==> config.mk <==
export PLATFORM = sky130hd
export DESIGN_NAME = stage_ex
export DESIGN_NICKNAME = d
export VERILOG_FILES = /design/src/hw/ex_pkg.sv /design/src/hw/alu_unit.sv /design/src/hw/branch_unit.sv /design/src/hw/load_unit.sv /design/src/hw/complete_select.sv /design/src/hw/stage_ex.sv
export SDC_FILE = /design/constraint.sdc
export NUM_CORES = 1
export LEC_CHECK = 0
export BUFFER_PORTS_ARGS = -buffer_cell sky130_fd_sc_hd__buf_2
export CORE_AREA = 2 2 347 349
export DETAILED_ROUTE_END_ITERATION = 6
export DIE_AREA = 0 0 349 351
export PLACE_DENSITY = 0.44
export REMOVE_ABC_BUFFERS = 1
export SKIP_CTS_REPAIR_TIMING = 1
export SYNTH_ARGS = -nofsm -noshare
export SYNTH_HDL_FRONTEND = slang
export SYNTH_SLANG_ARGS = --single-unit
==> constraint.sdc <==
create_clock -name clock -period 10.1 [get_ports clock]
set_clock_uncertainty 0.1 [all_clocks]
set_input_delay 2.02 -clock clock [delete_from_list [all_inputs] [get_ports clock]]
set_output_delay 2.02 -clock clock [all_outputs]
set_load 0.02 [all_outputs]
==> src/hw/ex_pkg.sv <==
package ex_pkg;

    // datapath and slot geometry
    localparam int XLEN        = 32;
    localparam int NUM_SLOTS   = 4;
    localparam int SHAMT_W     = 5;
    localparam int PHYS_TAG_W  = 6;
    localparam int RS_IDX_W    = 2;
    localparam int ROB_IDX_W   = 5;
    localparam int SLOT_IDX_W  = $clog2(NUM_SLOTS);

    // ALUs take SLOT_ALU_LO and every slot above it
    localparam int SLOT_LOAD   = 0;
    localparam int SLOT_BRANCH = 1;
    localparam int SLOT_ALU_LO = 2;

    // branch condition codes
    localparam logic [2:0] F3_BEQ  = 3'b000;
    localparam logic [2:0] F3_BNE  = 3'b001;
    localparam logic [2:0] F3_BLT  = 3'b100;
    localparam logic [2:0] F3_BGE  = 3'b101;
    localparam logic [2:0] F3_BLTU = 3'b110;
    localparam logic [2:0] F3_BGEU = 3'b111;

    // funct3 bit that marks LBU/LHU
    localparam int F3_UNSIGNED_BIT = 2;

    localparam logic [XLEN-1:0] ALU_FILLER = 32'hbad0c0de;

    typedef logic [XLEN-1:0]       xlen_t;
    typedef logic [PHYS_TAG_W-1:0] phys_tag_t;
    typedef logic [RS_IDX_W-1:0]   rs_idx_t;
    typedef logic [ROB_IDX_W-1:0]  rob_idx_t;
    typedef logic [SLOT_IDX_W-1:0] slot_idx_t;
    typedef logic [2:0]            funct3_t;

    typedef enum logic [3:0] {
        ALU_ADD  = 4'h0,
        ALU_SUB  = 4'h1,
        ALU_AND  = 4'h2,
        ALU_OR   = 4'h3,
        ALU_XOR  = 4'h4,
        ALU_SLT  = 4'h5,
        ALU_SLTU = 4'h6,
        ALU_SLL  = 4'h7,
        ALU_SRL  = 4'h8,
        ALU_SRA  = 4'h9
    } alu_func_e;

    // matches funct3[1:0] of the load instruction
    typedef enum logic [1:0] {
        MEM_BYTE = 2'h0,
        MEM_HALF = 2'h1,
        MEM_WORD = 2'h2
    } mem_size_e;

    typedef enum logic [1:0] {
        BUS_NONE = 2'h0,
        BUS_LOAD = 2'h1
    } bus_cmd_e;

    typedef struct packed {
        logic      valid;
        xlen_t     opa;
        xlen_t     opb;
        xlen_t     rs1_value;
        xlen_t     rs2_value;
        alu_func_e alu_func;
        funct3_t   funct3;
        logic      rd_mem;
        logic      cond_branch;
        logic      uncond_branch;
        logic      pred_take;
        xlen_t     npc;
        phys_tag_t dest_tag;
        rs_idx_t   rs_idx;
        rob_idx_t  rob_idx;
        logic      illegal;
    } issue_pkt_t;

    typedef issue_pkt_t [NUM_SLOTS-1:0] issue_vec_t;

    typedef struct packed {
        logic      valid;
        xlen_t     result;
        logic      write_en;
        phys_tag_t write_tag;
        xlen_t     write_data;
        logic      remove_en;
        rs_idx_t   rs_idx;
        rob_idx_t  rob_idx;
        logic      take_branch;
        logic      cond_take;
        logic      bp_enable;
    } fu_result_t;

    typedef struct packed {
        slot_idx_t  slot;
        fu_result_t fu;
    } complete_t;

    typedef struct packed {
        bus_cmd_e  cmd;
        mem_size_e size;
        xlen_t     addr;
    } dmem_req_t;

endpackage

==> src/hw/alu_unit.sv <==
`timescale 1ns/1ns

module alu_unit (
    input  ex_pkg::issue_pkt_t pkt,
    output ex_pkg::fu_result_t res
);
    import ex_pkg::*;

    logic signed [XLEN-1:0] s_opa;
    logic signed [XLEN-1:0] s_opb;
    logic [SHAMT_W-1:0]     shamt;
    xlen_t                  alu_out;

    assign s_opa = pkt.opa;
    assign s_opb = pkt.opb;
    assign shamt = pkt.opb[SHAMT_W-1:0];

    always_comb begin
        case (pkt.alu_func)
            ALU_ADD:  alu_out = pkt.opa + pkt.opb;
            ALU_SUB:  alu_out = pkt.opa - pkt.opb;
            ALU_AND:  alu_out = pkt.opa & pkt.opb;
            ALU_OR:   alu_out = pkt.opa | pkt.opb;
            ALU_XOR:  alu_out = pkt.opa ^ pkt.opb;
            ALU_SLT:  alu_out = xlen_t'(s_opa < s_opb);
            ALU_SLTU: alu_out = xlen_t'(pkt.opa < pkt.opb);
            ALU_SLL:  alu_out = pkt.opa << shamt;
            ALU_SRL:  alu_out = pkt.opa >> shamt;
            ALU_SRA:  alu_out = xlen_t'(s_opa >>> shamt);
            default:  alu_out = ALU_FILLER;
        endcase
    end

    // ALUs never redirect fetch or train the predictor
    assign res.valid       = pkt.valid;
    assign res.result      = alu_out;
    assign res.write_en    = pkt.valid && !pkt.illegal && (pkt.dest_tag != '0);
    assign res.write_tag   = pkt.dest_tag;
    assign res.write_data  = alu_out;
    assign res.remove_en   = pkt.valid && !pkt.illegal;
    assign res.rs_idx      = pkt.rs_idx;
    assign res.rob_idx     = pkt.rob_idx;
    assign res.take_branch = 1'b0;
    assign res.cond_take   = 1'b0;
    assign res.bp_enable   = 1'b0;

    // decode upstream must only send ALU codes to these slots
    always_comb begin
        if (pkt.valid) begin
            assert (pkt.alu_func inside {ALU_ADD, ALU_SUB, ALU_AND, ALU_OR, ALU_XOR,
                                         ALU_SLT, ALU_SLTU, ALU_SLL, ALU_SRL, ALU_SRA})
                else $error("alu_unit: unknown alu_func %0h", pkt.alu_func);
        end
    end

endmodule

==> src/hw/branch_unit.sv <==
`timescale 1ns/1ns

module branch_unit (
    input  ex_pkg::issue_pkt_t pkt,
    output ex_pkg::fu_result_t res
);
    import ex_pkg::*;

    logic signed [XLEN-1:0] s_rs1;
    logic signed [XLEN-1:0] s_rs2;
    logic                   take_cond;
    logic                   take_branch;
    logic                   live;
    xlen_t                  target;
    xlen_t                  br_result;

    assign s_rs1 = pkt.rs1_value;
    assign s_rs2 = pkt.rs2_value;

    always_comb begin
        case (pkt.funct3)
            F3_BEQ:  take_cond = (pkt.rs1_value == pkt.rs2_value);
            F3_BNE:  take_cond = (pkt.rs1_value != pkt.rs2_value);
            F3_BLT:  take_cond = (s_rs1 < s_rs2);
            F3_BGE:  take_cond = (s_rs1 >= s_rs2);
            F3_BLTU: take_cond = (pkt.rs1_value < pkt.rs2_value);
            F3_BGEU: take_cond = (pkt.rs1_value >= pkt.rs2_value);
            default: take_cond = 1'b0;
        endcase
    end

    assign live   = pkt.valid && !pkt.illegal;
    assign target = pkt.opa + pkt.opb;

    // redirect on jumps, or when the predictor guessed wrong
    assign take_branch = pkt.uncond_branch || (pkt.cond_branch && (take_cond ^ pkt.pred_take));

    // predicted taken but falls through: fetch must resume at npc
    assign br_result = (pkt.cond_branch && pkt.pred_take && !take_cond) ? pkt.npc : target;

    assign res.valid       = pkt.valid;
    assign res.result      = br_result;
    assign res.write_en    = live && (pkt.dest_tag != '0);
    assign res.write_tag   = pkt.dest_tag;
    // link value for jal/jalr
    assign res.write_data  = take_branch ? pkt.npc : br_result;
    // a redirect flushes the entry instead of releasing it
    assign res.remove_en   = live && !take_branch;
    assign res.rs_idx      = pkt.rs_idx;
    assign res.rob_idx     = pkt.rob_idx;
    assign res.take_branch = take_branch;

    // predictor training for the fetch stage
    assign res.cond_take   = live && take_cond;
    assign res.bp_enable   = live && pkt.cond_branch;

endmodule

==> src/hw/load_unit.sv <==
`timescale 1ns/1ns

module load_unit (
    input  ex_pkg::issue_pkt_t pkt,
    input  ex_pkg::xlen_t      dmem_rdata,
    output ex_pkg::dmem_req_t  dmem_req,
    output ex_pkg::fu_result_t res
);
    import ex_pkg::*;

    xlen_t     addr;
    mem_size_e size;
    logic      rd_unsigned;
    xlen_t     load_data;
    xlen_t     ld_result;

    assign addr        = pkt.opa + pkt.opb;
    assign size        = mem_size_e'(pkt.funct3[1:0]);
    assign rd_unsigned = pkt.funct3[F3_UNSIGNED_BIT];

    assign dmem_req.cmd  = (pkt.valid && pkt.rd_mem) ? BUS_LOAD : BUS_NONE;
    assign dmem_req.size = size;
    assign dmem_req.addr = addr;

    // narrow loads come back in the low bits
    always_comb begin
        load_data = dmem_rdata;
        case (size)
            MEM_BYTE: begin
                if (rd_unsigned) begin
                    load_data[XLEN-1:8] = '0;
                end else begin
                    load_data[XLEN-1:8] = {(XLEN-8){dmem_rdata[7]}};
                end
            end
            MEM_HALF: begin
                if (rd_unsigned) begin
                    load_data[XLEN-1:16] = '0;
                end else begin
                    load_data[XLEN-1:16] = {(XLEN-16){dmem_rdata[15]}};
                end
            end
            default: load_data = dmem_rdata;
        endcase
    end

    // without rd_mem the slot only yields the effective address
    assign ld_result = pkt.rd_mem ? load_data : addr;

    assign res.valid       = pkt.valid;
    assign res.result      = ld_result;
    assign res.write_en    = pkt.valid && !pkt.illegal && (pkt.dest_tag != '0);
    assign res.write_tag   = pkt.dest_tag;
    assign res.write_data  = ld_result;
    assign res.remove_en   = pkt.valid && !pkt.illegal && pkt.rd_mem;
    assign res.rs_idx      = pkt.rs_idx;
    assign res.rob_idx     = pkt.rob_idx;
    assign res.take_branch = 1'b0;
    assign res.cond_take   = 1'b0;
    assign res.bp_enable   = 1'b0;

endmodule

==> src/hw/complete_select.sv <==
`timescale 1ns/1ns

module complete_select (
    input  logic               clock,
    input  logic               rst,
    input  ex_pkg::fu_result_t fu_res [ex_pkg::NUM_SLOTS],
    output ex_pkg::complete_t  complete
);
    import ex_pkg::*;

    complete_t sel;

    // scan high to low so the lowest valid slot is the last to win
    always_comb begin
        sel = '0;
        for (int i = NUM_SLOTS - 1; i >= 0; i--) begin
            if (fu_res[i].valid) begin
                sel.fu   = fu_res[i];
                sel.slot = slot_idx_t'(i);
            end
        end
    end

    // one completion per cycle, losers stay in the RS
    always_ff @(posedge clock) begin
        if (rst) begin
            complete <= '0;
        end else begin
            complete <= sel;
        end
    end

    // a register write always belongs to a live record with a real tag
    assert property (@(posedge clock) disable iff (rst)
        complete.fu.write_en |-> (complete.fu.valid && (complete.fu.write_tag != '0)))
        else $error("complete_select: write_en on invalid record or tag 0");

    // RS release only for a live record
    assert property (@(posedge clock) disable iff (rst)
        complete.fu.remove_en |-> complete.fu.valid)
        else $error("complete_select: remove_en without valid");

endmodule

==> src/hw/stage_ex.sv <==
`timescale 1ns/1ns

module stage_ex (
    input  logic              clock,
    input  logic              rst,
    input  ex_pkg::issue_vec_t issue,
    input  ex_pkg::xlen_t     dmem_rdata,
    output ex_pkg::dmem_req_t dmem_req,
    output ex_pkg::complete_t complete
);
    import ex_pkg::*;

    // one result per issue slot, indexed by slot number
    fu_result_t fu_res [NUM_SLOTS];

    // integer ALUs on the upper slots
    for (genvar i = SLOT_ALU_LO; i < NUM_SLOTS; i++) begin : g_alu
        alu_unit u_alu (
            .pkt (issue[i]),
            .res (fu_res[i])
        );
    end

    branch_unit u_branch (
        .pkt (issue[SLOT_BRANCH]),
        .res (fu_res[SLOT_BRANCH])
    );

    load_unit u_load (
        .pkt        (issue[SLOT_LOAD]),
        .dmem_rdata (dmem_rdata),
        .dmem_req   (dmem_req),
        .res        (fu_res[SLOT_LOAD])
    );

    complete_select u_select (
        .clock    (clock),
        .rst      (rst),
        .fu_res   (fu_res),
        .complete (complete)
    );

endmodule

==> results.py, run 1 <==
metrics = {
    "status": {
        "status": "complete, no violations",
    },
    "pwr": {
        "p_comb_frac": 0.706,
        "pwr-share-clk": 0.149,
        "ir_drop_mv": 0.08016,
        "power_switching_share": 0.5347,
        "power.density_nw_per_um2": 85.77,
        "power.internal_mw": 1.222,
        "p_seq_frac": 0.145,
        "switchingPower_mw": 1.405,
        "power_leakage_nw": 13.46,
    },
    "placement": {
        "dp_hpwl_mm": 130.5,
        "dp_worst_setup_slack_ps": 2343,
        "port_buffers": 583,
        "dpl-instance-area_um2": 30300,
        "globalplace.congestion": 1.003,
    },
    "floorplan": {
        "die_y_um": 351,
        "pin_count": 899,
        "fp-row-count": 127,
        "start_util": 0.2195,
        "die_w_um": 349,
        "coreArea_um2": 119000,
        "fp.dieArea_um2": 122500,
    },
    "flow_run": {
        "max_cap_violations": 0,
    },
    "routing": {
        "vias": 31720,
        "antenna_left": 0,
        "drt_wl_total_mm": 159.2,
        "routedWlPerCell_um": 28.29,
        "dr.first_iter.drc_count": 3620,
        "firstDrtPassIters": 6,
        "drc": 0,
        "viasPerCell": 5.636,
    },
    "synthesis": {
        "netlist_area_um2": 26120,
        "synth_top_area_frac": 0.1380,
        "synth.distinct_cells": 100,
        "synth.avg_cell_area_um2": 7.106,
        "synth_enable_flop_cells": 0,
        "yosysWarnings": 0,
        "synth_area_leader_cell": "ha_1",
        "synthArstFlopShare": 0,
        "yosys-top-cells-count": "nor2_1 (421), a21oi_1 (392), ha_1 (288)",
        "yosys_most_used_dff": "dfxtp_1",
        "synth.area.top_cells": "ha_1 (14%), a21oi_1 (7.5%), mux4_2 (7.4%)",
        "synth-seq-cells": 85,
        "synth.most_common_cell": "nor2_1",
        "ys_seq_area_frac": 0.06514,
        "synth_cells": 3676,
    },
    "cells_and_area": {
        "drive_gt1_frac": 0.2069,
        "nets": 5142,
        "largest_register_ffs": 85,
        "top_register": "u_select.complete",
        "largest_registers": "u_select.complete: 85 flops",
        "area_growth_syn_to_layout_pct": 17.28,
        "fillCellCount": 13380,
        "final_area_um2": 30630,
    },
    "clocking": {
        "cts_buffer_depth": 2,
        "h-tree-depth": 3,
        "numCtsBuffers": 9,
        "clkTransAtPathRegs_ps": 70,
        "cts-root-buf": "clkbuf_16",
        "cts.sinks": 85,
        "cts_tree": "yes",
    },
    "sta": {
        "hold_violations": 0,
        "setup_violations": 0,
        "rsz0062_at_grt": "false",
        "final.setup.worst_slack_ps": 2125,
        "period_share": 0.7896,
        "hold_slack_ps": 1778,
        "timing.slew.headroom": 0.1157,
        "tightest_slew_ps": 1312,
        "setup_tns_ps": 0,
        "slew_viol_final": 0,
        "fmax_mhz": 125.4,
        "layout_min_cycle_time_ps": 7975,
    },
    "worst_hold_path": {
        "hp-class": "primary input to register",
    },
    "grt": {
        "grt_pass1_wl_mm": 220.1,
        "grt_pass1_vias": 29750,
        "grt_max_degree": 74,
        "antenna_found_initial": 29,
        "grt_remaining_overflow": 0,
        "track_usage": 0.2464,
    },
    "setup_path": {
        "crit_path_end_kind": "output pin",
        "critical_path_class": "primary input to output pin",
        "critical_path.startpoint_type": "primary input",
        "required_ps": 7980,
        "cp.arrival_ps": 5850,
        "cp_max_fo": 4,
    },
}
worst paths after layout:
kind / start / endpoint / slack, ps / cells past startpoint
worst min-delay path: issue[3] / u_select.complete[5]$_SDFF_PP0_ / 1780 / 3
worst max-delay path: issue[122] / dmem_req[27] / 2130 / 10
logic make-up (layout without fill, tap and decap cells):
group	count (synthesis)	after routing	synth area share
AO/OA/AOI/OAI	1329	1329	0.3296
XOR/XNOR	87	87	0.02917
adder cells (fa/ha/maj)	294	294	0.1425
buffers and inverters	510	908	0.08287
flip-flops	85	85	0.06514
multiplexers	296	296	0.1612
other	1	7	0.0001436
AND/OR/NAND/NOR	1074	1074	0.1893
stage by stage:
| stage | std cells | total power, mW | util |
|---|---|---|---|
| after floorplan | 3412 | 1.412 | - |
| after global placement | 5607 | 2.202 | 0.2546 |
| after detailed placement | 5607 | 2.198 | 0.2546 |
| after CTS | 5622 | 2.608 | 0.2573 |
| after global routing | 5625 | 2.776 | 0.2573 |
| final | 5628 | 2.627 | 0.2574 |
power groups by stage:
| stage | sequential, mW | combinational [mW] | clock (mW) |
|---|---|---|---|
| 4_1_cts | 0.381 | 1.82 | 0.409 |
| 3_5_place_dp | 0.389 | 1.81 | 0 |
| 6_report | 0.381 | 1.85 | 0.392 |
| 5_1_grt | 0.384 | 1.98 | 0.416 |
| 2_1_floorplan | 0.433 | 0.979 | 0 |
| 3_3_place_gp | 0.389 | 1.81 | 0 |
per-layer routing:
metal	vias to the layer above	routed length [µm]	global-route usage	share of wire
met1	15470	67480	0.3257	0.42
met5	-	153	0	0.00096
li1	14410	-	-	-
met2	1600	72310	0.4003	0.45
met3	219	14010	0.05140	0.088
met4	24	5245	0.07477	0.033
placed cells by master (no fill, tap or decap), types with 30 or more instances in the layout:
cell / instances
o21bai_1: 55
o211ai_1: 49
ha_1: 288
o31ai_1: 30
a21o_1: 66
xnor2_1: 62
nor2_1: 419
a21oi_1: 391
o21ai_0: 275
a211oi_1: 64
mux4_2: 86
a22oi_1: 38
mux2i_1: 171
nor3_1: 91
nand3_1: 54
a31oi_1: 49
inv_1: 239
dfxtp_1: 85
buf_2: 579
nor2b_1: 34
o21a_1: 33
a221oi_1: 33
nand2_1: 253
mux2_2: 30
nand2b_1: 45
buf_4: 68
layout make-up:
| cell class | count | area (µm²) | share of cell area |
|---|---|---|---|
| Clock buffer | 9 | 225.2 | 0.007352 |
| Tap cell | 1548 | 1937 | 0.06323 |
| Timing Repair Buffer | 647 | 3408 | 0.1113 |
| Sequential cell | 85 | 1702 | 0.05555 |
| Inverter | 246 | 923.4 | 0.03014 |
| Multi-Input combinational cell | 3081 | 22330 | 0.7288 |
| Clock inverter | 6 | 96.34 | 0.003145 |
| Antenna cell | 6 | 15.01 | 0.0004901 |
critical path, stage by stage:
cell	delay (ps)
buf_2	110
ha_1	300
a211oi_1	350
o21ai_0	150
a31oi_1	900
o2111ai_1	320
a31oi_1	450
o21ai_0	150
xor2_1	780
buf_2	310
No activity file was read; power rests on OpenSTA's default activity.
==> run 2: changes to the inputs <==
CORE_AREA = 2 2 346 348   (was 2 2 347 349)
DIE_AREA = 0 0 348 350   (was 0 0 349 351)
PLACE_DENSITY = 0.45   (was 0.44)
clock period = 6.6 ns   (was 10.1 ns; I/O delays follow)
==> results.py, run 2 (synthesis results as in run 1) <==
metrics = {
    "sta": {
        "hold_slack_ps": 1073,
        "period_share": 0.9276,
        "fmax_mhz": 163.3,
        "setup_violations": 0,
        "tightest_slew_ps": 1047,
        "layout_min_cycle_time_ps": 6122,
        "final.setup.worst_slack_ps": 477.9,
        "rsz0062_at_grt": "false",
        "timing.slew.headroom": 0.2968,
        "setup_tns_ps": 0,
        "slew_viol_final": 0,
        "hold_violations": 0,
    },
    "placement": {
        "dp_hpwl_mm": 135.8,
        "dpl-instance-area_um2": 30670,
        "dp_cells": 5644,
        "globalplace.congestion": 1.042,
        "port_buffers": 583,
        "dp_worst_setup_slack_ps": 618.8,
    },
    "setup_path": {
        "required_ps": 5180,
        "critical_path_class": "primary input to output pin",
        "cp_max_fo": 5,
        "crit_path_end_kind": "output pin",
        "cp.arrival_ps": 4700,
        "critical_path.startpoint_type": "primary input",
    },
    "routing": {
        "firstDrtPassIters": 7,
        "drc": 2,
        "drt_wl_total_mm": 163.5,
        "antenna_left": 0,
        "viasPerCell": 5.699,
        "dr.first_iter.drc_count": 4068,
        "routedWlPerCell_um": 28.82,
        "vias": 32330,
        "wl_met3_mm": 14.64,
        "wirelength_met1_mm": 69.07,
        "highest_layer": "met5",
        "wl_met2_mm": 74.45,
    },
    "grt": {
        "grt_pass1_wl_mm": 225.6,
        "grt_max_degree": 74,
        "grt_pass1_vias": 30060,
        "grt_remaining_overflow": 0,
        "antenna_found_initial": 38,
        "track_usage": 0.2550,
    },
    "clocking": {
        "clkTransAtPathRegs_ps": 80,
        "cts-root-buf": "clkbuf_16",
        "cts.sinks": 85,
        "cts_buffer_depth": 2,
        "h-tree-depth": 3,
        "numCtsBuffers": 9,
        "cts_tree": "yes",
    },
    "status": {
        "status": "finished, violations left",
        "violations": "DRC",
    },
    "cells_and_area": {
        "fin_cells": 5674,
        "top_register": "u_select.complete",
        "layout_commonest_cell": "buf_2",
        "nets": 5191,
        "utilization": 0.2633,
        "largest_registers": "u_select.complete: 85 flops",
        "final_area_um2": 31010,
        "fillCellCount": 13250,
        "drive_gt1_frac": 0.2163,
        "layout_common_cells": "buf_2 (579), nor2_1 (420), a21oi_1 (391)",
        "area_growth_syn_to_layout_pct": 18.70,
        "largest_register_ffs": 85,
    },
    "pwr": {
        "total_power_mw": 4.009,
        "power_leakage_nw": 13.70,
        "power.density_nw_per_um2": 129.3,
        "ir_drop_mv": 0.1239,
    },
    "floorplan": {
        "start_util": 0.2218,
        "pin_count": 899,
        "fp.dieArea_um2": 121800,
        "die_w_um": 348,
        "fp-row-count": 126,
        "coreArea_um2": 117800,
        "die_y_um": 350,
    },
    "flow_run": {
        "max_cap_violations": 0,
    },
    "worst_hold_path": {
        "hp-class": "primary input to register",
    },
}
run 2: cell types whose count changed in the layout (fill, tap and decap cells not counted), moves of 2 or more:
cell       previous run  this run
diode_2               6        14
buf_4                68       114
bufinv_16             2         0
buf_12                0         3
run 2: final cells by class:
cell class | instances | area (µm²) | share of cell area
timing repair buffer | 696 | 3814 | 0.1230
clock inverter | 7 | 72.57 | 0.002341
multi-input combinational | 3081 | 22310 | 0.7196
antenna | 14 | 35.03 | 0.001130
tap | 1536 | 1922 | 0.06198
clock buffer | 9 | 225.2 | 0.007264
inverter | 246 | 923.4 | 0.02978
sequential | 85 | 1702 | 0.05488
run 2: layer usage:
layer	track usage	up-vias
met5	0	-
met4	0.07156	22
met3	0.04678	226
met2	0.4146	1803
met1	0.3433	15750
li1	-	14540
run 2: worst paths after layout:
kind / slack, ps / endpoint / from / cells after the start
worst min-delay path: 1070 / u_select.complete[6]$_SDFF_PP0_ / issue[4] / 3
worst max-delay path: 480 / dmem_req[31] / issue[137] / 10
run 2: worst max-delay path, cell delays in order:
cell	delay, ps
buf_2	100
ha_1	370
and3_1	420
nand2_1	100
o31ai_1	480
and2_1	460
a41oi_1	240
a21oi_1	790
xnor2_1	200
buf_2	200
run 2: power breakdown:
group / leakage [nW] / switching, mW / internal [mW]
sequential: 0.705 / 0.0184 / 0.567
combinational: 12.8 / 1.88 / 1.00
clock: 0.143 / 0.278 / 0.268
